===== src/npc_pkg.sv =====
`default_nettype none

package npc_pkg;

	// ****************************************
	// bus geometry
	// ****************************************
	localparam int ADDR_W = 32;
	localparam int DATA_W = 64;
	// one strobe bit per byte lane
	localparam int STRB_W = DATA_W / 8;
	// rv instructions are 32 bits, two per beat
	localparam int INST_W = 32;

	// ****************************************
	// sram address map
	// ****************************************
	localparam logic [ADDR_W-1:0] SRAM_BASE = 32'h8000_0000;
	// 256 beats of 8 bytes, 2 KiB
	localparam int SRAM_WORDS = 256;
	localparam int SRAM_IDX_W = $clog2(SRAM_WORDS);
	localparam logic [ADDR_W-1:0] SRAM_BYTES = ADDR_W'(SRAM_WORDS * STRB_W);

	// response codes, axi encoding
	typedef enum logic [1:0] {
		RESP_OKAY   = 2'b00,
		RESP_SLVERR = 2'b10
	} resp_e;

	// access size, log2 of the byte count
	typedef enum logic [1:0] {
		SIZE_B = 2'd0,
		SIZE_H = 2'd1,
		SIZE_W = 2'd2,
		SIZE_D = 2'd3
	} mem_size_e;

endpackage

`default_nettype wire

===== src/axi_bus_if.sv =====
`default_nettype none
`timescale 1ns/1ps

interface axi_bus_if import npc_pkg::*; ();

	// read address
	logic [ADDR_W-1:0] araddr;
	logic              arvalid;
	logic              arready;

	// read data, single beat
	logic [DATA_W-1:0] rdata;
	resp_e             rresp;
	logic              rvalid;
	logic              rready;

	// write address
	logic [ADDR_W-1:0] awaddr;
	logic              awvalid;
	logic              awready;

	// write data
	logic [DATA_W-1:0] wdata;
	logic [STRB_W-1:0] wstrb;
	logic              wvalid;
	logic              wready;

	// write response
	resp_e             bresp;
	logic              bvalid;
	logic              bready;

	modport master (
		output araddr, arvalid, rready,
		output awaddr, awvalid, wdata, wstrb, wvalid, bready,
		input  arready, rdata, rresp, rvalid,
		input  awready, wready, bresp, bvalid
	);

	modport slave (
		input  araddr, arvalid, rready,
		input  awaddr, awvalid, wdata, wstrb, wvalid, bready,
		output arready, rdata, rresp, rvalid,
		output awready, wready, bresp, bvalid
	);

endinterface

`default_nettype wire


===== src/ifu_fetch.sv =====
`default_nettype none
`timescale 1ns/1ps

module ifu_fetch import npc_pkg::*; (
	input  logic              clk,
	input  logic              rst,
	input  logic              fetch_valid,
	output logic              fetch_ready,
	input  logic [ADDR_W-1:0] fetch_pc,
	output logic              inst_valid,
	input  logic              inst_ready,
	output logic [INST_W-1:0] inst,
	output logic              inst_err,
	axi_bus_if.master         bus
);

	typedef enum logic [1:0] {
		FETCH_IDLE,
		FETCH_ADDR,
		FETCH_RESP
	} fetch_state_e;

	fetch_state_e      state;
	logic              arvalid_q;
	logic [ADDR_W-1:0] pc_q;
	logic [INST_W-1:0] inst_q;
	logic              err_q;
	logic              fetch_fire;
	logic              r_fire;

	assign fetch_ready = (state == FETCH_IDLE);
	assign fetch_fire  = fetch_valid && fetch_ready;
	assign r_fire      = bus.rvalid && bus.rready;

	// read channel, always a full aligned beat
	assign bus.araddr  = {pc_q[ADDR_W-1:3], 3'b000};
	assign bus.arvalid = arvalid_q;
	// rvalid cannot come before the ar transfer, so ready for the whole phase
	assign bus.rready  = (state == FETCH_ADDR);

	// fetch side never writes
	assign bus.awaddr  = '0;
	assign bus.awvalid = 1'b0;
	assign bus.wdata   = '0;
	assign bus.wstrb   = '0;
	assign bus.wvalid  = 1'b0;
	assign bus.bready  = 1'b0;

	assign inst_valid = (state == FETCH_RESP);
	assign inst       = inst_q;
	assign inst_err   = err_q;

	// ****************************************
	// control
	// ****************************************
	always_ff @(posedge clk) begin
		if (rst) begin
			state     <= FETCH_IDLE;
			arvalid_q <= 1'b0;
		end else begin
			case (state)
				FETCH_IDLE: begin
					if (fetch_fire) begin
						state     <= FETCH_ADDR;
						arvalid_q <= 1'b1;
					end
				end
				FETCH_ADDR: begin
					// drop arvalid once the address is taken
					if (bus.arvalid && bus.arready)
						arvalid_q <= 1'b0;
					if (r_fire)
						state <= FETCH_RESP;
				end
				FETCH_RESP: begin
					if (inst_ready)
						state <= FETCH_IDLE;
				end
				default: state <= FETCH_IDLE;
			endcase
		end
	end

	// pc and returned instruction
	always_ff @(posedge clk) begin
		if (fetch_fire)
			pc_q <= fetch_pc;
		if (r_fire) begin
			// bit 2 picks the upper word of the beat
			inst_q <= pc_q[2] ? bus.rdata[DATA_W-1:INST_W] : bus.rdata[INST_W-1:0];
			err_q  <= (bus.rresp == RESP_SLVERR);
		end
	end

endmodule

`default_nettype wire


===== src/flat_wrapper.sv =====
// flat-port wrapper written by rule: the top's interface ports become plain ports
module ifu_fetch_flat import npc_pkg::*;
  (clk, rst, fetch_valid, fetch_ready, fetch_pc, inst_valid, inst_ready, inst, inst_err, bus_araddr, bus_arvalid, bus_rready, bus_awaddr, bus_awvalid, bus_wdata, bus_wstrb, bus_wvalid, bus_bready, bus_arready, bus_rdata, bus_rresp, bus_rvalid, bus_awready, bus_wready, bus_bresp, bus_bvalid);
  axi_bus_if bus_i ();
  input  logic clk;
  input  logic rst;
  input  logic fetch_valid;
  output logic fetch_ready;
  input  logic [ADDR_W-1:0] fetch_pc;
  output logic inst_valid;
  input  logic inst_ready;
  output logic [INST_W-1:0] inst;
  output logic inst_err;
  output wire logic [$bits(bus_i.araddr)-1:0] bus_araddr;
  output wire logic [$bits(bus_i.arvalid)-1:0] bus_arvalid;
  output wire logic [$bits(bus_i.rready)-1:0] bus_rready;
  output wire logic [$bits(bus_i.awaddr)-1:0] bus_awaddr;
  output wire logic [$bits(bus_i.awvalid)-1:0] bus_awvalid;
  output wire logic [$bits(bus_i.wdata)-1:0] bus_wdata;
  output wire logic [$bits(bus_i.wstrb)-1:0] bus_wstrb;
  output wire logic [$bits(bus_i.wvalid)-1:0] bus_wvalid;
  output wire logic [$bits(bus_i.bready)-1:0] bus_bready;
  input wire logic [$bits(bus_i.arready)-1:0] bus_arready;
  input wire logic [$bits(bus_i.rdata)-1:0] bus_rdata;
  input wire logic [$bits(bus_i.rresp)-1:0] bus_rresp;
  input wire logic [$bits(bus_i.rvalid)-1:0] bus_rvalid;
  input wire logic [$bits(bus_i.awready)-1:0] bus_awready;
  input wire logic [$bits(bus_i.wready)-1:0] bus_wready;
  input wire logic [$bits(bus_i.bresp)-1:0] bus_bresp;
  input wire logic [$bits(bus_i.bvalid)-1:0] bus_bvalid;
  assign bus_araddr = bus_i.araddr;
  assign bus_arvalid = bus_i.arvalid;
  assign bus_rready = bus_i.rready;
  assign bus_awaddr = bus_i.awaddr;
  assign bus_awvalid = bus_i.awvalid;
  assign bus_wdata = bus_i.wdata;
  assign bus_wstrb = bus_i.wstrb;
  assign bus_wvalid = bus_i.wvalid;
  assign bus_bready = bus_i.bready;
  assign bus_i.arready = bus_arready;
  assign bus_i.rdata = bus_rdata;
  assign bus_i.rresp = bus_rresp;
  assign bus_i.rvalid = bus_rvalid;
  assign bus_i.awready = bus_awready;
  assign bus_i.wready = bus_wready;
  assign bus_i.bresp = bus_bresp;
  assign bus_i.bvalid = bus_bvalid;
  ifu_fetch u_core (.clk(clk), .rst(rst), .fetch_valid(fetch_valid), .fetch_ready(fetch_ready), .fetch_pc(fetch_pc), .inst_valid(inst_valid), .inst_ready(inst_ready), .inst(inst), .inst_err(inst_err), .bus(bus_i));
endmodule

===== config.mk =====
export PLATFORM = sky130hd
export DESIGN_NAME = ifu_fetch_flat
export DESIGN_NICKNAME = d
export VERILOG_FILES = /design/src/npc_pkg.sv /design/src/axi_bus_if.sv /design/src/ifu_fetch.sv /design/src/flat_wrapper.sv
export SDC_FILE = /design/constraint.sdc
export NUM_CORES = 1
export LEC_CHECK = 0
export BUFFER_PORTS_ARGS = -buffer_cell sky130_fd_sc_hd__clkbuf_2
export CAP_MARGIN = 20
export CORE_MARGIN = 4
export CORE_UTILIZATION = 31
export DETAILED_ROUTE_END_ITERATION = 6
export GPL_ROUTABILITY_DRIVEN = 1
export HOLD_SLACK_MARGIN = 0.03
export PLACE_DENSITY_LB_ADDON = 0.08
export SETUP_SLACK_MARGIN = 0.05
export SLEW_MARGIN = 10
export SYNTH_ARGS = -nofsm -noshare
export SYNTH_HDL_FRONTEND = slang
export SYNTH_SLANG_ARGS = --single-unit

===== constraint.sdc =====
create_clock -name clk -period 2.45 [get_ports clk]
set_clock_uncertainty 0.2 [all_clocks]
set_input_delay 0.49 -clock clk [delete_from_list [all_inputs] [get_ports clk]]
set_output_delay 0.49 -clock clk [all_outputs]
set_load 0.02 [all_outputs]

## After elaboration in Yosys (flattened, before gate mapping)

Cells that the tools add are included.

- Reduce and logical (&&, ||, !) cells: 7
- Equal/unequal tests: 7
- Mux-type cells: 8

Operators with widths:

| cell | count |
|---|---|
| two-way mux 32 bit | 1 |
| two-way mux 2 bit | 3 |
| != test 2 bit, second input constant | 3 |
| case mux 2 bit (3 select lines) | 1 |
| AND reduction 3 bit | 2 |
| == test 2 bit, second input constant | 2 |
| logical AND 1 bit | 3 |
| == test 2 x 1 -> 1 bit, second input constant | 1 |
| zero test 2 bit | 1 |
| two-way mux 1 bit | 2 |
| != test 2 x 1 -> 1 bit, second input constant | 1 |
| case mux 1 bit (2 select lines) | 1 |
| nonzero test 2 bit | 1 |

- Output and inout bits: 176
- Input bits: 109
- Word-level logic and storage cells: 27
- Flip-flop bits (word level): 68

## Logic depth before layout (Yosys ltp)

Gate-level depths: netlist of run 1.

- Depth in word-level cells: 4
- Gate-level depth with buffers: 3
- Depth with buffers taken out: 2

## Worst setup path before layout of run 1

OpenSTA, ideal clock, no wires.

- Kind: register -> register
- Start point: reg u_core.state[0]
- End point: reg u_core.pc_q[10] (enable)
- Library setup time: 0.390 ns
- Required time: 1.860 ns
- Clock period less this slack: 2.085 ns
- Buffers on the path: 0
- Arrival time: 1.495 ns
- Stages on the path, launching flop included: 3
- Setup slack: 0.365 ns
- Path through: dfxtp_1 -> nor2_1 -> and2_1

- Cells in the longest elaborated chain, start to end: 2

Ends and longest elaborated chain:

| item | RTL line | RTL |
|---|---|---|
| from (decl) | ifu_fetch.sv:23 | `fetch_state_e state;` |
| from (signal assigned) | ifu_fetch.sv:58 | `state <= FETCH_IDLE;` |
| from (signal assigned) | ifu_fetch.sv:64 | `state <= FETCH_ADDR;` |
| from (signal assigned) | ifu_fetch.sv:73 | `state <= FETCH_RESP;` |
| zero test 2 bit | ifu_fetch.sv:31 | `assign fetch_ready = (state == FETCH_IDLE);` |
| named net fetch_ready | flat_wrapper.sv:8 | `output logic fetch_ready;` |
| logical AND 1 bit | ifu_fetch.sv:32 | `assign fetch_fire = fetch_valid && fetch_ready;` |
| named net u_core.fetch_fire | ifu_fetch.sv:28 | `logic fetch_fire;` |
| to (signal assigned) | ifu_fetch.sv:87 | `pc_q <= fetch_pc;` |
| to (decl) | ifu_fetch.sv:25 | `logic [ADDR_W-1:0] pc_q;` |

The timed path passes the listed nets, and every way through them passes these cells.
A chain may end at the register's enable or synchronous reset.

## Final worst setup path of run 1

- Start point: reg u_core.state[1]
- End point: out bus_rready

- Cells in the longest elaborated chain, start to end: 1

Ends and longest elaborated chain:

| item | RTL line | RTL |
|---|---|---|
| == test 2 x 1 -> 1 bit | ifu_fetch.sv:39 | `assign bus.rready = (state == FETCH_ADDR);` |
| to (decl) | flat_wrapper.sv:16 | `output wire logic [$bits(bus_i.rready)-1:0] bus_rready;` |

Every way passes these cells.

==> qor.txt, run 1 <==
pin count of the biggest net entering global routing -> 33
Fin Hold WS -> 144 ps
Final Hold Fails -> 0
clock-pin slew on the worst setup and hold paths -> 50 ps
CTS tree -> done
Pleak -> 2.00 nW
synth top area cells -> edfxtp_1, buf_4, mux2_2
Req. time, crit path -> 1760 ps
largest family of logic cells by synthesized area -> buffers and inverters
layout cells sized above 1 -> 52.8%
CP Data Arrival Time -> 1090 ps
Global Route Usage Sum -> 9.83%
vias in the first global route -> 1816
setup TNS -> 0 ps
RSZ-0062 raised after global routing -> false
# fillers -> 1108
die width -> 114 um
die height -> 114 um
grt total ovfl -> 0
Seq/Total Area, Yosys -> 55.9%
global-route wire length before repair -> 9.58 mm
flops & latches, synth -> 66
number of top-level pins -> 285
clk buf depth -> 2
cell at the root of the clock tree -> clkbuf_16
final layout net count -> 515
final setup fails -> 0
postcts setup bufs -> 0
max cap viols -> 0
commonest non-fill, non-tap cell in the layout -> clkbuf_2
GPL Wtd Cong -> 0.689
CP endpoint kind -> output port
post-route ant nets -> 0
Place WS -> 808 ps
synth warn -> 0
status -> complete, no violations
vias -> 1932
H-Tree Depth -> 3
Ant. Diodes -> 0
Layout area overhead -> 19.3%
Port Buffers -> 167
Adder-Cell Fraction of Synth Area -> 0%
hpwl dp -> 5.63 mm
Initial DRC Count -> 31
Worst setup SP type -> register
compound-gate portion of the synthesized area -> 0.823%
Avg WL per Cell -> 12.7 um
Max IR drop VDD -> 0.264 mV
crit share post-route -> 72.5%
FMAX -> 563 MHz
1st-pass router iterations -> 3
Post-Synth Simple-Gate Area -> 2.04%
Cells after Synth -> 258
Resized Gates After CTS -> 0
Starting Density -> 32.0%
post-synth cell types -> 19
initial antenna violation count -> 0
Routed WL -> 7.01 mm
worst skew pair latency -> 320 ps
Die ar. -> 0.0130 sq mm
post-synthesis mux area share -> 10.3%
commonest cells after routing, fill and taps aside -> clkbuf_2, conb_1, edfxtp_1
syn avg cell area -> 13.5 sq um
post-synth top area cell -> edfxtp_1
XOR/XNOR Fraction of Synth Area -> 0%
PwrDens -> 736 mW/mm^2
Final min period -> 1780 ps
Remaining DRCs -> 0
Hold Buf Count CTS -> 0
row count -> 38
Worst Path Max Fanout -> 8
synthesized area -> 0.00349 sq mm
Yosys top cell area share -> 54.1%
type of the worst setup path -> register to output port
reg2reg setup slack -> 860 ps
clock sink count -> 66
CTS Buf Count -> 9
Core ar. -> 0.0109 sq mm
min-delay worst type -> primary input to register
Via density -> 3.51
Worst Setup Slack, final -> 673 ps
Max Slew Vio Count -> 0
-- stage by stage --
step | power, mW | instances | utilization (%) | area [sq um]
floorplan | 1.86 | 367 | - | 3900
global placement | 1.84 | 535 | 35.4 | 3870
detailed placement | 1.84 | 535 | 35.4 | 3870
CTS | 3.12 | 551 | 38.1 | 4170
global route | 3.21 | 551 | 38.1 | 4170
finish | 3.07 | 551 | 38.1 | 4170
-- worst max-delay path, stage by stage, from the launching register on --
cell and delay, ps:
dfxtp_1 420, and2b_1 200, clkbuf_2 150
-- state kept, by name, indices dropped and copies added, names as in the netlist --
signal              count
u_core.bus.arvalid      1
u_core.inst            32
u_core.state            2
u_core.pc_q            30
u_core.inst_err         1
-- metal layers --
metal  wire length (um)  share of wire (%)  vias up  global-route usage, %
li1                   -                  -      927                      -
met4                103                1.5        0                   3.80
met5                  0                  0        -                      0
met1               2470                 35      853                   10.9
met3                943                 13       11                   4.60
met2               3490                 50      141                   16.4
-- synth_stat cells (all sizes together) --
cell type and n:
and3b 1, nand3b 1, edfxtp 63, or3b 1, mux2 32, nor2b 3
and2 1, inv 2, a2111oi 2, buf 142, clkbuf 1, and2b 1
nor2 2, a21oi 1, conb 1, dfxtp 3, nand2b 1
-- path summary, 6_finish.rpt --
check                                         from                  to  cells after the start
worst min register to register  u_core.bus.arvalid  u_core.bus.arvalid                      2
worst max-delay path               u_core.state[1]          bus_rready                      2
worst min-delay path                  fetch_pc[20]     u_core.pc_q[20]                      1
worst max register to register      u_core.pc_q[2]     u_core.inst[16]                      2
-- cells by family (layout without fill, tap and decap cells) --
family | count (synthesis) | count (layout)
buf+inv | 145 | 189
flops | 66 | 66
mux | 32 | 32
simple gates | 11 | 11
compound gates | 3 | 3
other cells | 1 | 110
-- cell type report --
type / instances / area, sq um / area share, %
Clock inverter: 7 / 70.1 / 1.68
Timing Repair Buffer: 171 / 866 / 20.8
Sequential cell: 66 / 1950 / 46.8
Tap cell: 140 / 175 / 4.20
Clock buffer: 9 / 225 / 5.40
Multi-Input combinational cell: 156 / 873 / 20.9
Inverter: 2 / 7.51 / 0.180
-- report_power, final --
part	switching (mW)	internal [mW]	total [mW]	leakage, nW
Sequential	0.0184	1.32	1.34	0.614
Combinational	0.330	0.147	0.477	1.24
Clock	0.468	0.785	1.25	0.147
Total	0.816	2.25	3.07	2.00
(Power assumes the default switching activity.)
==> inputs of run 2 (changes only) <==
- clock period: 2.45 -> 1.81 ns (I/O delays scaled with it)
==> run 2 against run 1 <==
Against the previous run:
- routed wire length grew 6.3%
- via count up 5.8%
- clock power up 71%
- setup slack worse by 510 ps
- cell count up 5.1%
- sequential power rose by 35%
- critical path depth is the same
- design area grew 9.3%
==> qor.txt, run 2 (synthesized netlist as in run 1, its figures left out) <==
CTS Buf Count -> 9
P_sw -> 1.14 mW
Worst Path Max Fanout -> 9
Comb power frac -> 15.2%
min-delay worst type -> primary input to register
commonest non-fill, non-tap cell in the layout -> clkbuf_2
setup TNS -> 0 ps
Power, Total -> 4.66 mW
CP endpoint -> bus_rready
1st-pass router iterations -> 4
CP Data Arrival Time -> 1090 ps
type of the worst setup path -> register to output port
final layout net count -> 543
Layout area overhead -> 30.4%
worst skew pair latency -> 320 ps
die width -> 114 um
Via density -> 3.53
crit share post-route -> 91.0%
Max IR drop VDD -> 0.392 mV
clock sink count -> 66
number of top-level pins -> 285
status -> complete, no violations
initial antenna violation count -> 0
FF-to-FF path depth -> 2
clock-pin slew on the worst setup and hold paths -> 60 ps
vias in the first global route -> 1930
Die ar. -> 0.0130 sq mm
Starting Density -> 32.0%
internal power -> 3.52 mW
final setup fails -> 0
Max Slew Vio Count -> 0
grt total ovfl -> 0
Hold Buf Count CTS -> 30
Flop pwr share -> 38.9%
die height -> 114 um
reg-to-reg endpoint -> u_core.pc_q[22]
reg2reg setup slack -> 320 ps
CP endpoint kind -> output port
CP Launch Point -> u_core.state[0]
Avg WL per Cell -> 12.9 um
clk buf depth -> 2
H-Tree Depth -> 3
Req. time, crit path -> 1250 ps
max cap viols -> 0
pin count of the biggest net entering global routing -> 34
commonest cells after routing, fill and taps aside -> clkbuf_2, conb_1, edfxtp_1
Ant. Diodes -> 0
Pleak -> 2.15 nW
Final Hold Fails -> 0
GPL Wtd Cong -> 0.713
Routed WL -> 7.45 mm
Final min period -> 1650 ps
global-route wire length before repair -> 9.98 mm
Core ar. -> 0.0109 sq mm
cell at the root of the clock tree -> clkbuf_16
RSZ-0062 raised after global routing -> false
postcts setup bufs -> 0
Remaining DRCs -> 0
area of the multi-input gates -> 876 sq um
Worst setup SP type -> register
min-delay src -> rst
Port Buffers -> 167
clock power share -> 46.0%
hpwl dp -> 5.69 mm
sw frac -> 24.4%
row count -> 38
Resized Gates After CTS -> 0
vias -> 2045
Initial DRC Count -> 64
# fillers -> 1049
Global Route Usage Sum -> 10.2%
layout cells sized above 1 -> 49.4%
FMAX -> 607 MHz
PwrDens -> 1020 mW/mm^2
max reg flops -> 32
FF+latch area -> 0.00195 sq mm
r2r startpoint -> u_core.state[0]
post-route ant nets -> 0
CTS tree -> done
==> run 2: changes by cell type in the layout (fill, tap and decap cells not counted), sizes merged <==
cell	delta
clkinv	-5
dlygate4sd3	+30
clkinvlp	+1
buf	-2
bufinv	+3
clkbuf	+1
==> run 2: worst max-delay path, stage by stage (launching register included) <==
cell and delay (ps):
dfxtp_1 450, and2b_1 160, clkbuf_2 160
==> run 2: per-layer routing <==
layer / part of all wire [%] / vias up / track usage [%] / routed length [um]
met1: 36 / 918 / 11.3 / 2680
met4: 0.63 / 0 / 3.33 / 47
met3: 13 / 4 / 5.50 / 989
li1: - / 981 / - / -
met2: 50 / 142 / 16.6 / 3730
met5: 0 / - / 0 / 0
==> run 2: worst min-delay path by stage <==
stage	endpoint	cells past startpoint
after floorplan	u_core.bus.arvalid	1
after global placement	u_core.bus.arvalid	2
after detailed placement	u_core.bus.arvalid	2
after CTS	u_core.bus.arvalid	2
after global routing	u_core.state[0]	2
final	u_core.bus.arvalid	2
==> run 2: stage by stage <==
| stage | cells | setup WS (ps) | instance area [sq um] | hold WS [ps] | util, % |
|---|---|---|---|---|---|
| after floorplan | 367 | 193 | 3910 | 231 | - |
| after global placement | 533 | 314 | 3890 | 279 | 35.6 |
| after detailed placement | 533 | 290 | 3890 | 286 | 35.6 |
| after CTS | 579 | 134 | 4560 | 32.8 | 41.7 |
| after global routing | 579 | 70.1 | 4560 | 43.3 | 41.7 |
| final | 579 | 162 | 4560 | 55.6 | 41.7 |
==> run 2: power by group through the flow <==
stage	clock network, mW	logic (mW)	registers (mW)
floorplan	0	0.633	1.88
global placement	0	0.655	1.84
detailed placement	0	0.659	1.84
CTS	2.22	0.713	1.81
global route	2.29	0.763	1.82
finish	2.14	0.708	1.81
==> run 2: area by class of cell <==
cell class | instances | share of cell area, %
flip-flops and latches | 66 | 42.8
multi-input cells | 156 | 19.2
well taps | 140 | 3.84
clock inverters | 6 | 3.02
repair buffers | 199 | 25.8
inverters | 2 | 0.247
clock buffers | 10 | 5.02
