## config.mk

```make
export PLATFORM = sky130hd
export DESIGN_NAME = lsu_access_flat
export DESIGN_NICKNAME = d
export VERILOG_FILES = /design/src/npc_pkg.sv /design/src/axi_bus_if.sv /design/src/lsu_access.sv /design/src/flat_wrapper.sv
export SDC_FILE = /design/constraint.sdc
export NUM_CORES = 1
export LEC_CHECK = 0
export BUFFER_PORTS_ARGS = -buffer_cell sky130_fd_sc_hd__buf_2
export CORE_ASPECT_RATIO = 0.9
export CORE_MARGIN = 2
export CORE_UTILIZATION = 44
export CTS_CLUSTER_DIAMETER = 80
export DETAILED_ROUTE_END_ITERATION = 12
export PLACE_DENSITY = 0.78
export SYNTH_ARGS = -nofsm -noshare
export SYNTH_HDL_FRONTEND = slang
export SYNTH_SLANG_ARGS = --single-unit
```

## constraint.sdc

```tcl
create_clock -name clk -period 3.9 [get_ports clk]
set_clock_uncertainty 0.15 [all_clocks]
set_input_delay 0.195 -clock clk [delete_from_list [all_inputs] [get_ports clk]]
set_output_delay 0.195 -clock clk [all_outputs]
set_load 0.02 [all_outputs]
```

## src/npc_pkg.sv

```systemverilog
`default_nettype none

package npc_pkg;

	// ****************************************
	// bus geometry
	// ****************************************
	localparam int ADDR_W = 32;
	localparam int DATA_W = 64;
	// one strobe bit per byte lane
	localparam int STRB_W = DATA_W / 8;
	// rv instructions are 32 bits, two per beat
	localparam int INST_W = 32;

	// ****************************************
	// sram address map
	// ****************************************
	localparam logic [ADDR_W-1:0] SRAM_BASE = 32'h8000_0000;
	// 256 beats of 8 bytes, 2 KiB
	localparam int SRAM_WORDS = 256;
	localparam int SRAM_IDX_W = $clog2(SRAM_WORDS);
	localparam logic [ADDR_W-1:0] SRAM_BYTES = ADDR_W'(SRAM_WORDS * STRB_W);

	// response codes, axi encoding
	typedef enum logic [1:0] {
		RESP_OKAY   = 2'b00,
		RESP_SLVERR = 2'b10
	} resp_e;

	// access size, log2 of the byte count
	typedef enum logic [1:0] {
		SIZE_B = 2'd0,
		SIZE_H = 2'd1,
		SIZE_W = 2'd2,
		SIZE_D = 2'd3
	} mem_size_e;

endpackage

`default_nettype wire
```

## src/axi_bus_if.sv

```systemverilog
`default_nettype none
`timescale 1ns/1ps

interface axi_bus_if import npc_pkg::*; ();

	// read address
	logic [ADDR_W-1:0] araddr;
	logic              arvalid;
	logic              arready;

	// read data, single beat
	logic [DATA_W-1:0] rdata;
	resp_e             rresp;
	logic              rvalid;
	logic              rready;

	// write address
	logic [ADDR_W-1:0] awaddr;
	logic              awvalid;
	logic              awready;

	// write data
	logic [DATA_W-1:0] wdata;
	logic [STRB_W-1:0] wstrb;
	logic              wvalid;
	logic              wready;

	// write response
	resp_e             bresp;
	logic              bvalid;
	logic              bready;

	modport master (
		output araddr, arvalid, rready,
		output awaddr, awvalid, wdata, wstrb, wvalid, bready,
		input  arready, rdata, rresp, rvalid,
		input  awready, wready, bresp, bvalid
	);

	modport slave (
		input  araddr, arvalid, rready,
		input  awaddr, awvalid, wdata, wstrb, wvalid, bready,
		output arready, rdata, rresp, rvalid,
		output awready, wready, bresp, bvalid
	);

endinterface

`default_nettype wire

```

## src/lsu_access.sv

```systemverilog
`default_nettype none
`timescale 1ns/1ps

module lsu_access import npc_pkg::*; (
	input  logic              clk,
	input  logic              rst,
	input  logic              req_valid,
	output logic              req_ready,
	input  logic              req_write,
	input  mem_size_e         req_size,
	input  logic              req_unsigned,
	input  logic [ADDR_W-1:0] req_addr,
	input  logic [DATA_W-1:0] req_wdata,
	output logic              rsp_valid,
	input  logic              rsp_ready,
	output logic [DATA_W-1:0] rsp_rdata,
	output logic              rsp_err,
	axi_bus_if.master         bus
);

	typedef enum logic [1:0] {
		LSU_IDLE,
		LSU_READ,
		LSU_WRITE,
		LSU_RESP
	} lsu_state_e;

	lsu_state_e        state;
	logic              arvalid_q;
	logic              awvalid_q;
	logic              wvalid_q;
	logic [ADDR_W-1:0] addr_q;
	mem_size_e         size_q;
	logic              unsigned_q;
	logic [DATA_W-1:0] wdata_q;
	logic [STRB_W-1:0] wstrb_q;
	logic [DATA_W-1:0] rdata_q;
	logic              err_q;
	logic              req_fire;
	logic              misaligned;
	logic [DATA_W-1:0] wdata_rep;
	logic [STRB_W-1:0] strb_mask;
	logic [DATA_W-1:0] load_lane;
	logic [DATA_W-1:0] load_ext;

	assign req_ready = (state == LSU_IDLE);
	assign req_fire  = req_valid && req_ready;
	assign rsp_valid = (state == LSU_RESP);
	assign rsp_rdata = rdata_q;
	assign rsp_err   = err_q;

	// bus side, addresses go out beat aligned
	assign bus.araddr  = {addr_q[ADDR_W-1:3], 3'b000};
	assign bus.arvalid = arvalid_q;
	assign bus.rready  = (state == LSU_READ);
	assign bus.awaddr  = {addr_q[ADDR_W-1:3], 3'b000};
	assign bus.awvalid = awvalid_q;
	assign bus.wdata   = wdata_q;
	assign bus.wstrb   = wstrb_q;
	assign bus.wvalid  = wvalid_q;
	assign bus.bready  = (state == LSU_WRITE);

	// ****************************************
	// request decode
	// ****************************************
	always_comb begin
		case (req_size)
			SIZE_B: begin
				misaligned = 1'b0;
				strb_mask  = 8'h01;
				wdata_rep  = {8{req_wdata[7:0]}};
			end
			SIZE_H: begin
				misaligned = req_addr[0];
				strb_mask  = 8'h03;
				wdata_rep  = {4{req_wdata[15:0]}};
			end
			SIZE_W: begin
				misaligned = |req_addr[1:0];
				strb_mask  = 8'h0f;
				wdata_rep  = {2{req_wdata[31:0]}};
			end
			default: begin
				misaligned = |req_addr[2:0];
				strb_mask  = 8'hff;
				wdata_rep  = req_wdata;
			end
		endcase
	end

	// load path, shift addressed lanes to the bottom then extend
	assign load_lane = bus.rdata >> {addr_q[2:0], 3'b000};

	always_comb begin
		case (size_q)
			SIZE_B:  load_ext = {{(DATA_W-8){~unsigned_q & load_lane[7]}}, load_lane[7:0]};
			SIZE_H:  load_ext = {{(DATA_W-16){~unsigned_q & load_lane[15]}}, load_lane[15:0]};
			SIZE_W:  load_ext = {{(DATA_W-32){~unsigned_q & load_lane[31]}}, load_lane[31:0]};
			default: load_ext = load_lane;
		endcase
	end

	// ****************************************
	// control
	// ****************************************
	always_ff @(posedge clk) begin
		if (rst) begin
			state     <= LSU_IDLE;
			arvalid_q <= 1'b0;
			awvalid_q <= 1'b0;
			wvalid_q  <= 1'b0;
		end else begin
			case (state)
				LSU_IDLE: begin
					if (req_fire) begin
						// misaligned goes straight to the response
						if (misaligned) begin
							state <= LSU_RESP;
						end else if (req_write) begin
							state     <= LSU_WRITE;
							awvalid_q <= 1'b1;
							wvalid_q  <= 1'b1;
						end else begin
							state     <= LSU_READ;
							arvalid_q <= 1'b1;
						end
					end
				end
				LSU_READ: begin
					if (bus.arvalid && bus.arready)
						arvalid_q <= 1'b0;
					if (bus.rvalid && bus.rready)
						state <= LSU_RESP;
				end
				LSU_WRITE: begin
					// aw and w may be taken in different cycles
					if (bus.awvalid && bus.awready)
						awvalid_q <= 1'b0;
					if (bus.wvalid && bus.wready)
						wvalid_q <= 1'b0;
					if (bus.bvalid && bus.bready)
						state <= LSU_RESP;
				end
				LSU_RESP: begin
					if (rsp_ready)
						state <= LSU_IDLE;
				end
				default: state <= LSU_IDLE;
			endcase
		end
	end

	// request payload and response data
	always_ff @(posedge clk) begin
		if (req_fire) begin
			addr_q     <= req_addr;
			size_q     <= req_size;
			unsigned_q <= req_unsigned;
			wdata_q    <= wdata_rep;
			wstrb_q    <= strb_mask << req_addr[2:0];
			rdata_q    <= '0;
			err_q      <= misaligned;
		end
		if (bus.rvalid && bus.rready) begin
			rdata_q <= load_ext;
			err_q   <= (bus.rresp == RESP_SLVERR);
		end
		// stores return zero data
		if (bus.bvalid && bus.bready) begin
			rdata_q <= '0;
			err_q   <= (bus.bresp == RESP_SLVERR);
		end
	end

endmodule

`default_nettype wire

```

## src/flat_wrapper.sv

```systemverilog
// flat-port wrapper written by rule: the top's interface ports become plain ports
module lsu_access_flat import npc_pkg::*;
  (clk, rst, req_valid, req_ready, req_write, req_size, req_unsigned, req_addr, req_wdata, rsp_valid, rsp_ready, rsp_rdata, rsp_err, bus_araddr, bus_arvalid, bus_rready, bus_awaddr, bus_awvalid, bus_wdata, bus_wstrb, bus_wvalid, bus_bready, bus_arready, bus_rdata, bus_rresp, bus_rvalid, bus_awready, bus_wready, bus_bresp, bus_bvalid);
  axi_bus_if bus_i ();
  input  logic clk;
  input  logic rst;
  input  logic req_valid;
  output logic req_ready;
  input  logic req_write;
  input  mem_size_e req_size;
  input  logic req_unsigned;
  input  logic [ADDR_W-1:0] req_addr;
  input  logic [DATA_W-1:0] req_wdata;
  output logic rsp_valid;
  input  logic rsp_ready;
  output logic [DATA_W-1:0] rsp_rdata;
  output logic rsp_err;
  output wire logic [$bits(bus_i.araddr)-1:0] bus_araddr;
  output wire logic [$bits(bus_i.arvalid)-1:0] bus_arvalid;
  output wire logic [$bits(bus_i.rready)-1:0] bus_rready;
  output wire logic [$bits(bus_i.awaddr)-1:0] bus_awaddr;
  output wire logic [$bits(bus_i.awvalid)-1:0] bus_awvalid;
  output wire logic [$bits(bus_i.wdata)-1:0] bus_wdata;
  output wire logic [$bits(bus_i.wstrb)-1:0] bus_wstrb;
  output wire logic [$bits(bus_i.wvalid)-1:0] bus_wvalid;
  output wire logic [$bits(bus_i.bready)-1:0] bus_bready;
  input wire logic [$bits(bus_i.arready)-1:0] bus_arready;
  input wire logic [$bits(bus_i.rdata)-1:0] bus_rdata;
  input wire logic [$bits(bus_i.rresp)-1:0] bus_rresp;
  input wire logic [$bits(bus_i.rvalid)-1:0] bus_rvalid;
  input wire logic [$bits(bus_i.awready)-1:0] bus_awready;
  input wire logic [$bits(bus_i.wready)-1:0] bus_wready;
  input wire logic [$bits(bus_i.bresp)-1:0] bus_bresp;
  input wire logic [$bits(bus_i.bvalid)-1:0] bus_bvalid;
  assign bus_araddr = bus_i.araddr;
  assign bus_arvalid = bus_i.arvalid;
  assign bus_rready = bus_i.rready;
  assign bus_awaddr = bus_i.awaddr;
  assign bus_awvalid = bus_i.awvalid;
  assign bus_wdata = bus_i.wdata;
  assign bus_wstrb = bus_i.wstrb;
  assign bus_wvalid = bus_i.wvalid;
  assign bus_bready = bus_i.bready;
  assign bus_i.arready = bus_arready;
  assign bus_i.rdata = bus_rdata;
  assign bus_i.rresp = bus_rresp;
  assign bus_i.rvalid = bus_rvalid;
  assign bus_i.awready = bus_awready;
  assign bus_i.wready = bus_wready;
  assign bus_i.bresp = bus_bresp;
  assign bus_i.bvalid = bus_bvalid;
  lsu_access u_core (.clk(clk), .rst(rst), .req_valid(req_valid), .req_ready(req_ready), .req_write(req_write), .req_size(req_size), .req_unsigned(req_unsigned), .req_addr(req_addr), .req_wdata(req_wdata), .rsp_valid(rsp_valid), .rsp_ready(rsp_ready), .rsp_rdata(rsp_rdata), .rsp_err(rsp_err), .bus(bus_i));
endmodule
```

* Word level (Yosys, flattened, before mapping)
Index checks and enable logic that the tools add are counted.
** Operators by class
- Shifts and indexed selects :: 2
- Mux-type cells :: 28
- Bitwise operators :: 4
- Equal/unequal tests :: 19
- Reduce and logical (&&, ||, !) cells :: 19
** Operators by type and width (count)
- one-hot mux 64 bit (3 select lines) :: 2
- 2-to-1 mux 64 bit :: 2
- right shift 64 x 6 -> 64 bit :: 1
- one-hot mux 8 bit (3 select lines) :: 1
- != test 2 bit, second input constant :: 9
- AND reduction 5 bit :: 3
- equality test 2 bit, second input constant :: 6
- 2-to-1 mux 1 bit :: 12
- 2-to-1 mux 2 bit :: 6
- one-hot mux 2 bit (4 select lines) :: 1
- left shift 8 x 3 -> 8 bit :: 1
- equality test 2 x 1 -> 1 bit, second input constant :: 3
- logical AND 1 bit :: 6
- logical NOT 2 bit :: 3
- one-hot mux 1 bit (2 select lines) :: 3
- nonzero test 2 bit :: 3
- AND reduction 4 bit :: 1
- AND 1 bit :: 3
- one-hot mux 1 bit (3 select lines) :: 1
- nonzero test 3 bit :: 1
- OR reduction 3 bit :: 1
- != test 2 x 1 -> 1 bit, second input constant :: 1
- OR reduction 2 bit :: 1
- NOT 1 bit :: 1
** Word-level totals
- Logic and storage cells :: 83
- Bits in registers :: 177

* Logic depth before layout (Yosys ltp)
Gate-level depths: netlist of the first run.
- Word-level depth :: 5
- Depth in mapped cells :: 9

* Worst setup path before layout of the first run
No wires, ideal clock.
- Kind :: register -> register
- From :: register u_core.state[0]
- To :: register u_core.awvalid_q (netlist: u_core.bus.awvalid)
- Cell stages (with the launch flop) :: 8
- Arrival time :: 3585 ps
- Slack :: 24 ps
- Path buffers :: 0
- Library setup time :: 141 ps
- Data required time :: 3609 ps
- Cells stage by stage :: dfxtp_1 > inv_1 > ha_1 > nand2_1 > inv_1 > and3_1 > nand2b_1 > a31oi_1
** On the way
- Word-level cells in the longest chain between the ends :: 4
** RTL lines
- from (decl) :: line lsu_access.sv:28 : lsu_state_e state;
- from (signal assigned) :: line lsu_access.sv:108 : state <= LSU_IDLE;
- from (signal assigned) :: line lsu_access.sv:118 : state <= LSU_RESP;
- from (signal assigned) :: line lsu_access.sv:120 : state <= LSU_WRITE;
- logical NOT 2 bit :: line lsu_access.sv:46 : assign req_ready = (state == LSU_IDLE);
- via req_ready :: line flat_wrapper.sv:8 : output logic req_ready;
- logical AND 1 bit :: line lsu_access.sv:47 : assign req_fire = req_valid && req_ready;
- via u_core.req_fire :: line lsu_access.sv:39 : logic req_fire;
- != test 2 bit (no line)
- AND reduction 5 bit (no line)
- to (signal assigned) :: line lsu_access.sv:110 : awvalid_q <= 1'b0;
- to (signal assigned) :: line lsu_access.sv:121 : awvalid_q <= 1'b1;
- to (signal assigned) :: line lsu_access.sv:138 : awvalid_q <= 1'b0;
- to (decl) :: line lsu_access.sv:30 : logic awvalid_q;
The timed path passes the listed nets, and every way through them passes these cells.
A chain may end at the register's enable or synchronous reset.

* Worst setup path in the final report of the first run
- From :: register u_core.state[0]
- To :: register u_core.wvalid_q (netlist: u_core.bus.wvalid)
** On the way
- Word-level cells in the longest chain between the ends :: 4
** RTL lines
- logical NOT 2 bit :: line lsu_access.sv:46
- logical AND 1 bit :: line lsu_access.sv:47
- via u_core.req_fire :: line lsu_access.sv:39
- != test 2 bit (no line)
- AND reduction 5 bit (no line)
- to (signal assigned) :: line lsu_access.sv:111 : wvalid_q <= 1'b0;
- to (signal assigned) :: line lsu_access.sv:122 : wvalid_q <= 1'b1;
- to (signal assigned) :: line lsu_access.sv:140 : wvalid_q <= 1'b0;
- to (decl) :: line lsu_access.sv:31 : logic wvalid_q;
The timed path passes the listed nets, and every way through them passes these cells.

==> summary.txt, run 1 <==
outcome: complete, no violations
most instantiated library cell after synthesis: edfxtp_1
post-synthesis mux area share: 0.146
Synth warnings: 0
FF-to-FF Start: u_core.state[0]
Max clock buf depth: 2
RSZ-0062 raised after global routing: no
initial core utilization: 0.446
# IOs: 385
area leader, netlist: edfxtp_1
final hold vios: 0
ys async rst share: 0
critical path class: register to register
worst min-delay path startpoint: req_wdata[28]
largest family of logic cells by synthesized area: compound AO/OA/AOI/OAI gates
period utilization: 0.777
sequential area share after synthesis: 0.500
CTS tree: done
simple-gate share of the synthesized area: 0.0812
startpoint types: register
post-cts resize count: 0
number of routed nets with antenna violations: 0
Worst Reg2Reg Path Length in Cells: 8
syn avg cell area: 10.9 um^2
post-synthesis xor/xnor area fraction: 0
CP cell instances: inv_1 -> ha_1 -> nand2_1 -> inv_4 -> and3_1 -> nand2b_1 -> a31oi_1 -> dlygate4sd3_1
Via Count: 8436
Final HPWL DP: 21.5 mm
worst skew pair latency: 0.42 ns
number of flops mapped to enable cells by yosys: 108
Mapped Cells: 847
chip height: 142 um
TritonCTS sink count: 177
clock root buffer: clkbuf_16
core area: 20700 um^2
Clk pin slew, worst setup/hold paths: 0.07 ns
Top FF cell, synth: edfxtp_1
worst hold path class: primary input to register
Max Cap Viol: 0
biggest cell delay along the critical path: 0.62 ns
hold_ws: 0.0160 ns
top cell family by delay on the critical path: buffers and inverters
CTS buffer count: 17
Routed WL per cell: 20.4 um
post-layout min period: 3.03 ns
first-pass GRT wire length: 45.5 mm
vias in the first global route: 8052
gp weighted congestion: 0.949
Synth top area share: 0.351
Hold Crit Depth: 3
IO Port Bufs: 378
Core Rows: 50
Cell variety after synth: 60
Starting DRT DRC Count: 802
via/cell ratio: 5.47
Setup Viol. Count Final: 0
synth cell count leaders: 108 x edfxtp_1, 84 x o21ai_0, 77 x nand2_1
Crit path arrival time: 3.19 ns
width of the die: 157 um
initial antenna violation count: 4
H-tree depth: 4
Pleak: 5.40 nW
largest net degree at the start of global routing: 70
Placement Setup Slack: 1.29 ns
PnR worst setup slack: 0.870 ns
crit path buf inv count: 3
Max Clk Rate: 330 MHz
WHS Endpoint: u_core.bus.wdata[28]
Crit Reg-Reg Endpoint: u_core.bus.wvalid
setup TNS: 0 ns
VDD IR max: 0.503 mV
fin. max-slew vios: 0
grt total ovfl: 0
Netlist Area Pre-Place: 9240 um^2
DRT Wirelength: 31.4 mm
Area Overhead vs Synth: 35.0%
slowest stage cell, crit path: inv_4
final net count: 1421
GR Util All Layers: 0.273
Compound-Gate Fraction of Synth Area: 0.172
Slew @ Worst Pin: 1.03 ns
top post-synthesis cells by area: edfxtp_1 35%, dfxtp_1 15%, buf_4 6.0%
reg2reg setup slack: 0.87 ns
Residual DRC: 0
Critical Path RT: 4.06 ns
Rel. slew slack: 0.312
#FFs+latches synth: 177
Synth Area in Adders: 0.00677
layout cells sized above 1: 0.406
Critical Path Fanout Max: 63
Die ar.: 22200 um^2
pwr dens: 613 nW/um^2
First-pass DRT Iterations: 5
crit path capture type: register
==> per-stage QoR <==
stage                     std cells  cell area (um^2)   util  power, mW
after floorplan                 852              9260      -       4.94
after global placement         1406             10900  0.524       5.71
after detailed placement       1406             10900  0.524       5.76
after CTS                      1538             12500  0.602       7.61
after global routing           1541             12500  0.602       7.99
final                          1542             12500  0.602       7.65
==> per-layer routing <==
layer	global-route usage	up-vias	wire (um)
li1	-	3847	-
met1	0.345	4004	12400
met2	0.441	491	15000
met3	0.0617	94	2690
met4	0.133	0	1360
met5	0	-	0
==> report_power, final <==
part	switching (mW)	internal [mW]
Sequential	0.261	2.57
Combinational	2.02	1.04
Clock	0.842	0.927
Total	3.12	4.53
==> flip-flops by register name (all words and copies together) (netlist names), 2 cells and up <==
register / cells
u_core.bus.wstrb: 8
u_core.rsp_rdata: 64
u_core.state: 2
u_core.bus.wdata: 64
u_core.addr_q: 32
u_core.size_q: 2
==> cell families (layout without fill, tap and decap cells) <==
logic type	Yosys count	in the layout
other	1	10
buffers and inverters	146	546
AND/OR/NAND/NOR	161	161
adder cells (fa/ha/maj)	5	5
flip-flops	177	177
multiplexers	111	111
AO/OA/AOI/OAI	246	246
==> worst min-delay path: stages <==
cell     delay, ns
buf_2         0.10
inv_1         0.04
a21oi_1       0.08
==> area by class of cell <==
class | count | area (um^2)
clock inverter | 15 | 183
timing repair buffer | 492 | 3010
clock buffer | 17 | 425
multi-input combinational | 529 | 3780
fill | 1682 | 8230
sequential | 177 | 4620
tap | 286 | 358
antenna | 4 | 10.0
inverter | 22 | 85.1
==> how the worst max path moves through the flow <==
stage                           from                    to  slack, ns  depth (start not counted)
global placement    u_core.addr_q[2]  u_core.rsp_rdata[63]       1.35                          6
floorplan            u_core.state[0]    u_core.bus.awvalid       0.02                          7
CTS                  u_core.state[0]    u_core.bus.awvalid        1.0                          8
global route         u_core.state[1]     u_core.bus.wvalid       0.76                          8
detailed placement  u_core.addr_q[2]  u_core.rsp_rdata[46]       1.29                          6
finish               u_core.state[0]     u_core.bus.wvalid       0.87                          8
==> repair_timing <==
item                      in CTS  in global routing
hold buffers                 100                  0
hold endpoints to repair      96                  0
buffers inserted               0                  0
==> layout by cell type (no fill, tap or decap), types with 3 or more instances in the layout <==
cell type / instances
nand2b_1: 4
a2bb2oi_1: 7
dfxtp_1: 69
a32o_1: 6
diode_2: 4
nor3_1: 5
mux4_2: 14
a21oi_1: 59
nor2_1: 41
a211oi_1: 18
a22oi_1: 17
a211o_1: 6
o31ai_2: 7
inv_1: 20
mux2_2: 47
nor2b_1: 13
conb_1: 6
o21ai_1: 4
buf_2: 378
o22ai_1: 10
inv_8: 7
nand2_1: 77
clkbuf_16: 17
edfxtp_1: 108
buf_4: 13
ha_1: 5
o21ai_0: 84
mux2i_1: 50
a31oi_1: 3
dlygate4sd3_1: 100
and2_0: 3
a221o_1: 7
No activity file was read; power rests on OpenSTA's default activity.
==> run 2, diff against run 1 <==
--- a/config.mk
+++ b/config.mk
@@ -6,12 +6,11 @@
 export NUM_CORES = 1
 export LEC_CHECK = 0
 export BUFFER_PORTS_ARGS = -buffer_cell sky130_fd_sc_hd__buf_2
-export CORE_ASPECT_RATIO = 0.9
-export CORE_MARGIN = 2
-export CORE_UTILIZATION = 44
+export CORE_AREA = 2 2 149 151
 export CTS_CLUSTER_DIAMETER = 80
 export DETAILED_ROUTE_END_ITERATION = 12
-export PLACE_DENSITY = 0.78
+export DIE_AREA = 0 0 151 153
+export PLACE_DENSITY = 0.74
 export SYNTH_ARGS = -nofsm -noshare
 export SYNTH_HDL_FRONTEND = slang
 export SYNTH_SLANG_ARGS = --single-unit
==> constraint.sdc (replaced) <==
create_clock -name clk -period 3 [get_ports clk]
set_clock_uncertainty 0.15 [all_clocks]
set_input_delay 0.15 -clock clk [delete_from_list [all_inputs] [get_ports clk]]
set_output_delay 0.15 -clock clk [all_outputs]
set_load 0.02 [all_outputs]
==> run 2 against run 1 <==
First-iteration DRC count shrank 6.1%. Final cell count increased by 0.91%. Global-route usage shrank 0.19 points. Routed wire length rose by 2.6%. Via count grew 1.9%. Core utilization decreased by 0.91 points. Hold slack improved by 0.016 ns. Die area up 4.1%. Register-to-register slack got worse by 0.55 ns. Worst setup slack got worse by 0.55 ns. Combinational power is 34% higher. Clock power up 31%. Largest cell class unchanged. Highest routed layer is now met5.
==> summary.txt, run 2 (same netlist as run 1, synthesis figures left out) <==
Final HPWL DP: 21.9 mm (was 21.5 mm)
worst skew pair latency: 0.42 ns (about the same)
Via Count: 8596 (was 8436)
Placement Setup Slack: 0.0118 ns (was 1.29 ns)
width of the die: 151 um (was 157 um)
grt total ovfl: 0 (unchanged)
initial core utilization: 0.430 (was 0.446)
# IOs: 385 (unchanged)
vias in the first global route: 8357 (was 8052)
worst min-delay path startpoint: bus_rdata[58] (was req_wdata[28])
post-layout min period: 2.69 ns (was 3.03 ns)
RSZ-0062 raised after global routing: no (unchanged)
crit path capture type: register (unchanged)
most frequent cells in the layout: 378 x buf_2, 116 x dlygate4sd3_1, 108 x edfxtp_1 (was 378 x buf_2, 108 x edfxtp_1, 100 x dlygate4sd3_1)
CTS tree: done (unchanged)
Post-Route Utilization: 0.593 (was 0.602)
Clk pin slew, worst setup/hold paths: 0.07 ns (about the same)
most common cell after layout, fill and taps aside: buf_2 (unchanged)
worst hold path class: primary input to register (unchanged)
Critical Path Fanout Max: 16 (was 63)
Starting DRT DRC Count: 753 (was 802)
IO Port Bufs: 378 (unchanged)
Core Rows: 54 (was 50)
Max clock buf depth: 2 (unchanged)
TritonCTS sink count: 177 (unchanged)
outcome: complete, no violations (unchanged)
switching pwr: 4.18 mW (was 3.12 mW)
gp weighted congestion: 0.903 (was 0.949)
Crit path arrival time: 2.81 ns (was 3.19 ns)
VDD IR max: 0.394 mV (was 0.503 mV)
first-pass GRT wire length: 47.5 mm (was 45.5 mm)
Power Total: 10.1 mW (was 7.65 mW)
Routed WL per cell: 20.7 um (was 20.4 um)
Critical Path RT: 3.13 ns (was 4.06 ns)
clock share of power: 0.230 (was 0.231)
Layout fillers: 1735 (was 1682)
clock root buffer: clkbuf_16 (unchanged)
Die ar.: 23100 um^2 (was 22200 um^2)
startpoint types: register (unchanged)
H-tree depth: 4 (unchanged)
fin. max-slew vios: 0 (unchanged)
initial antenna violation count: 1 (was 4)
largest net degree at the start of global routing: 60 (was 70)
DRT Wirelength: 32.2 mm (was 31.4 mm)
Slew @ Worst Pin: 0.894 ns (was 1.03 ns)
PnR worst setup slack: 0.315 ns (was 0.870 ns)
Max Cap Viol: 0 (unchanged)
chip height: 153 um (was 142 um)
Max Clk Rate: 372 MHz (was 330 MHz)
Final Non-Filler Cells: 1556 (was 1542)
layout cells sized above 1: 0.408 (was 0.406)
Setup Viol. Count Final: 0 (unchanged)
core area: 21500 um^2 (was 20700 um^2)
Rel. slew slack: 0.402 (was 0.312)
GR Util All Layers: 0.271 (was 0.273)
final hold vios: 0 (unchanged)
crit path from: u_core.addr_q[0] (was u_core.state[0])
pwr dens: 792 nW/um^2 (was 613 nW/um^2)
Pint: 5.91 mW (was 4.53 mW)
First-pass DRT Iterations: 5 (unchanged)
FF-to-FF Start: u_core.addr_q[0] (was u_core.state[0])
Seq pwr share: 0.366 (was 0.370)
register area: 4630 um^2 (was 4620 um^2)
Area Overhead vs Synth: 37.9% (was 35.0%)
number of routed nets with antenna violations: 0 (unchanged)
Multi-input gate area: 3810 um^2 (was 3780 um^2)
final net count: 1444 (was 1421)
Residual DRC: 0 (unchanged)
CTS buffer count: 17 (unchanged)
Inst Count DP: 1406 (unchanged)
period utilization: 0.895 (was 0.777)
Logic pwr share: 0.404 (was 0.399)
Pleak: 5.52 nW (was 5.40 nW)
Sw Ratio: 0.414 (was 0.408)
setup TNS: 0 ns (unchanged)
critical path class: register to register (unchanged)
via/cell ratio: 5.52 (was 5.47)
-- run 2: cell count changes in the layout (fill, tap and decap cells not counted), sizes merged --
cell,change
dlygate4sd3,+16
buf,+6
clkinv,+5
diode,-3
inv,-3
bufinv,-1
clkinvlp,-1
nor3,+1
-- run 2: stage by stage --
| step | hold WS, ns | area, um^2 |
|---|---|---|
| after global placement | 0.177 | 10900 |
| after floorplan | 0.0650 | 9290 |
| after global routing | 0.0253 | 12700 |
| final | 0.0316 | 12700 |
| after detailed placement | 0.178 | 10900 |
| after CTS | 0.00495 | 12700 |
-- run 2: final cells by class --
| cell class | instances | share of cell area |
|---|---|---|
| sequential | 177 | 0.363 |
| multi-input combinational | 530 | 0.299 |
| timing repair buffer | 514 | 0.254 |
| clock buffer | 17 | 0.0334 |
| tap | 280 | 0.0275 |
| clock inverter | 15 | 0.0160 |
| inverter | 22 | 0.00677 |
| antenna | 1 | 0.000196 |
-- run 2: repair_timing --
| action | CTS | global route |
|---|---|---|
| hold buffers | 116 | 0 |
| setup endpoints to repair | 3 | 31 |
| resized for setup | 0 | 1 |
| gates cloned | 0 | 1 |
| pin swaps | 1 | 1 |
| hold endpoints to repair | 112 | 0 |
| setup buffers | 0 | 0 |
-- run 2: final timing paths --
check | to | slack (ns) | cells after the start
max | u_core.rsp_rdata[53] | 0.31 | 6
min | u_core.rsp_rdata[58] | 0.03 | 3
max reg2reg | u_core.rsp_rdata[53] | 0.31 | 6
min reg2reg | u_core.rsp_rdata[3] | 0.30 | 2
-- run 2: critical path, stage by stage (launching register included) --
cell,delay (ns)
edfxtp_1,0.57
buf_4,0.24
mux2i_1,0.28
or2_1,0.17
a311oi_2,0.22
nor3_4,0.72
o21ai_0,0.18
-- run 2: per-layer routing --
metal  GRT usage  vias to the layer above  routed length [um]
met5           0                        -                  12
met1       0.342                     4106               12500
met2       0.445                      508               15500
met3      0.0645                       86                3020
met4       0.111                        2                1270
li1            -                     3894                   -
-- run 2: power groups by stage --
stage,Sequential (mW),Combinational [mW],Clock (mW)
after global placement,3.70,3.84,0
after global routing,3.76,4.35,2.46
after CTS,3.67,4.00,2.36
after floorplan,4.31,2.13,0
after detailed placement,3.72,3.87,0
final,3.69,4.08,2.32
==> run 3, diff against run 2 <==
--- a/config.mk
+++ b/config.mk
@@ -5,12 +5,12 @@
 export SDC_FILE = /design/constraint.sdc
 export NUM_CORES = 1
 export LEC_CHECK = 0
-export BUFFER_PORTS_ARGS = -buffer_cell sky130_fd_sc_hd__buf_2
-export CORE_AREA = 2 2 149 151
+export CORE_AREA = 2 2 152 154
 export CTS_CLUSTER_DIAMETER = 80
 export DETAILED_ROUTE_END_ITERATION = 12
-export DIE_AREA = 0 0 151 153
-export PLACE_DENSITY = 0.74
+export DIE_AREA = 0 0 154 156
+export DONT_BUFFER_PORTS = 1
+export PLACE_DENSITY = 0.57
 export SYNTH_ARGS = -nofsm -noshare
 export SYNTH_HDL_FRONTEND = slang
 export SYNTH_SLANG_ARGS = --single-unit
==> run 3 against run 2 <==
Non-clock buffer count decreased by 343. Final cell count decreased by 22%. Clock power about the same.
==> summary.txt, run 3 (same netlist as run 1, synthesis figures left out) <==
outcome: complete, no violations (unchanged)
worst hold path class: primary input to register (unchanged)
Setup Viol. Count Final: 0 (unchanged)
number of routed nets with antenna violations: 0 (unchanged)
fin. max-slew vios: 0 (unchanged)
Clk pin slew, worst setup/hold paths: 0.07 ns (about the same)
Inst Count DP: 1030 (was 1406)
RSZ-0062 raised after global routing: no (unchanged)
clock root buffer: clkbuf_16 (unchanged)
final hold vios: 0 (unchanged)
Layout fillers: 1974 (was 1735)
biggest cell delay along the critical path: 0.83 ns (was 0.72 ns)
worst skew pair latency: 0.42 ns (about the same)
Power Total: 9.44 mW (was 10.1 mW)
register area: 4630 um^2 (unchanged)
crit path buf inv count: 2 (was 1)
Max clock buf depth: 2 (unchanged)
Via Count: 7094 (was 8596)
first-pass GRT wire length: 43.8 mm (was 47.5 mm)
Rel. slew slack: 0.387 (was 0.402)
setup TNS: 0 ns (unchanged)
Final Non-Filler Cells: 1216 (was 1556)
pwr dens: 842 nW/um^2 (was 792 nW/um^2)
TritonCTS sink count: 177 (unchanged)
Crit path arrival time: 3.00 ns (was 2.81 ns)
chip height: 156 um (was 153 um)
post-layout min period: 2.85 ns (was 2.69 ns)
Critical Path Fanout Max: 19 (was 16)
layout cells sized above 1: 0.151 (was 0.408)
slowest stage cell, crit path: edfxtp_1 (was nor3_4)
Critical Path RT: 3.15 ns (was 3.13 ns)
final net count: 1100 (was 1444)
CP cell instances: buf_4 -> mux4_2 -> dlygate4sd3_1 -> mux2i_1 -> o21ai_0 (was buf_4 -> mux2i_1 -> or2_1 -> a311oi_2 -> nor3_4 -> o21ai_0)
startpoint types: register (unchanged)
period utilization: 0.950 (was 0.895)
vias in the first global route: 7208 (was 8357)
width of the die: 154 um (was 151 um)
Area Overhead vs Synth: 21.3% (was 37.9%)
DRT Wirelength: 29.7 mm (was 32.2 mm)
Max Cap Viol: 0 (unchanged)
WP depth: 5 (was 6)
top cell family by delay on the critical path: buffers and inverters (was simple AND/OR/NAND/NOR gates)
crit path capture type: register (unchanged)
Slew @ Worst Pin: 0.916 ns (was 0.894 ns)
Routed WL per cell: 24.4 um (was 20.7 um)
H-tree depth: 4 (unchanged)
CTS buffer count: 17 (unchanged)
Worst Reg2Reg Path Length in Cells: 5 (was 6)
Max Clk Rate: 351 MHz (was 372 MHz)
CTS tree: done (unchanged)
grt total ovfl: 0 (unchanged)
most common cell after layout, fill and taps aside: dlygate4sd3_1 (was buf_2)
initial core utilization: 0.413 (was 0.430)
Post-Route Utilization: 0.501 (was 0.593)
Core Rows: 55 (was 54)
largest net degree at the start of global routing: 56 (was 60)
via/cell ratio: 5.83 (was 5.52)
critical path class: register to register (unchanged)
initial antenna violation count: 0 (was 1)
IO Port Bufs: 0 (was 378)
Residual DRC: 0 (unchanged)
GR Util All Layers: 0.239 (was 0.271)
First-pass DRT Iterations: 5 (unchanged)
Pleak: 4.07 nW (was 5.52 nW)
ANT cells: 0 (was 1)
Starting DRT DRC Count: 466 (was 753)
Final HPWL DP: 20.2 mm (was 21.9 mm)
Multi-input gate area: 3800 um^2 (was 3810 um^2)
Die ar.: 24000 um^2 (was 23100 um^2)
Hold Crit Depth: 3 (unchanged)
most frequent cells in the layout: 152 x dlygate4sd3_1, 108 x edfxtp_1, 84 x o21ai_0 (was 378 x buf_2, 116 x dlygate4sd3_1, 108 x edfxtp_1)
# IOs: 385 (unchanged)
VDD IR max: 0.427 mV (was 0.394 mV)
core area: 22400 um^2 (was 21500 um^2)
gp weighted congestion: 0.876 (was 0.903)
run 3: changes by cell type in the layout (fill, tap and decap cells not counted):
| cell | before | now |
|---|---|---|
| a21oi_1 | 60 | 59 |
| a21oi_2 | 0 | 1 |
| buf_12 | 3 | 4 |
| buf_2 | 378 | 0 |
| buf_4 | 17 | 14 |
| buf_6 | 0 | 1 |
| clkinv_4 | 2 | 1 |
| clkinvlp_4 | 1 | 2 |
| diode_2 | 1 | 0 |
| dlygate4sd3_1 | 116 | 152 |
| inv_12 | 3 | 2 |
| inv_8 | 2 | 3 |
| nor3_4 | 2 | 1 |
run 3: path summary, 6_finish.rpt:
check / from / endpoint / slack (ns)
setup / recovery: u_core.addr_q[0] / u_core.rsp_rdata[3] / 0.15
hold / removal: req_write / u_core.bus.wvalid / 0.02
setup reg to reg: u_core.addr_q[0] / u_core.rsp_rdata[3] / 0.15
hold reg to reg: u_core.rsp_rdata[1] / u_core.rsp_rdata[1] / 0.42
run 3: power by group:
part	internal (mW)	leakage, nW	switching [mW]
Combinational	0.962	2.19	1.43
Clock	1.15	0.297	1.16
Sequential	3.37	1.58	1.37
Total	5.48	4.07	3.96
run 3: through the flow:
step	setup slack (ns)	cell area (um^2)	hold WS, ns
2_1_floorplan	0.00740	9290	0.0650
3_3_place_gp	0.547	9020	0.0661
3_5_place_dp	0.434	9020	0.0733
4_1_cts	0.0900	11200	0.000158
5_1_grt	0.0674	11200	0.0398
6_report	0.151	11200	0.0199
run 3: tightest hold or removal path, stage by stage:
cell	delay, ns
and3_1	0.18
o21ai_0	0.18
a31oi_1	0.04
run 3: per-layer routing:
| layer | track usage | share of wire | wire [um] | vias up |
|---|---|---|---|---|
| met4 | 0.0895 | 0.023 | 674 | 0 |
| li1 | - | - | - | 3204 |
| met3 | 0.0772 | 0.087 | 2590 | 49 |
| met1 | 0.295 | 0.39 | 11700 | 3486 |
| met5 | 0 | 0 | 0 | - |
| met2 | 0.394 | 0.50 | 14700 | 355 |
run 3: repair_timing:
item                       in CTS  in global routing
setup endpoints to repair       0                  1
buffers inserted                0                  0
hold buffers                  154                  0
hold endpoints to repair      146                  0
resized for setup               0                  1
run 3: final cells by class:
cell class / count / area share
clock inverter: 15 / 0.0176
tap: 285 / 0.0318
multi-input combinational: 529 / 0.339
sequential: 177 / 0.413
timing repair buffer: 171 / 0.153
clock buffer: 17 / 0.0379
inverter: 22 / 0.00770
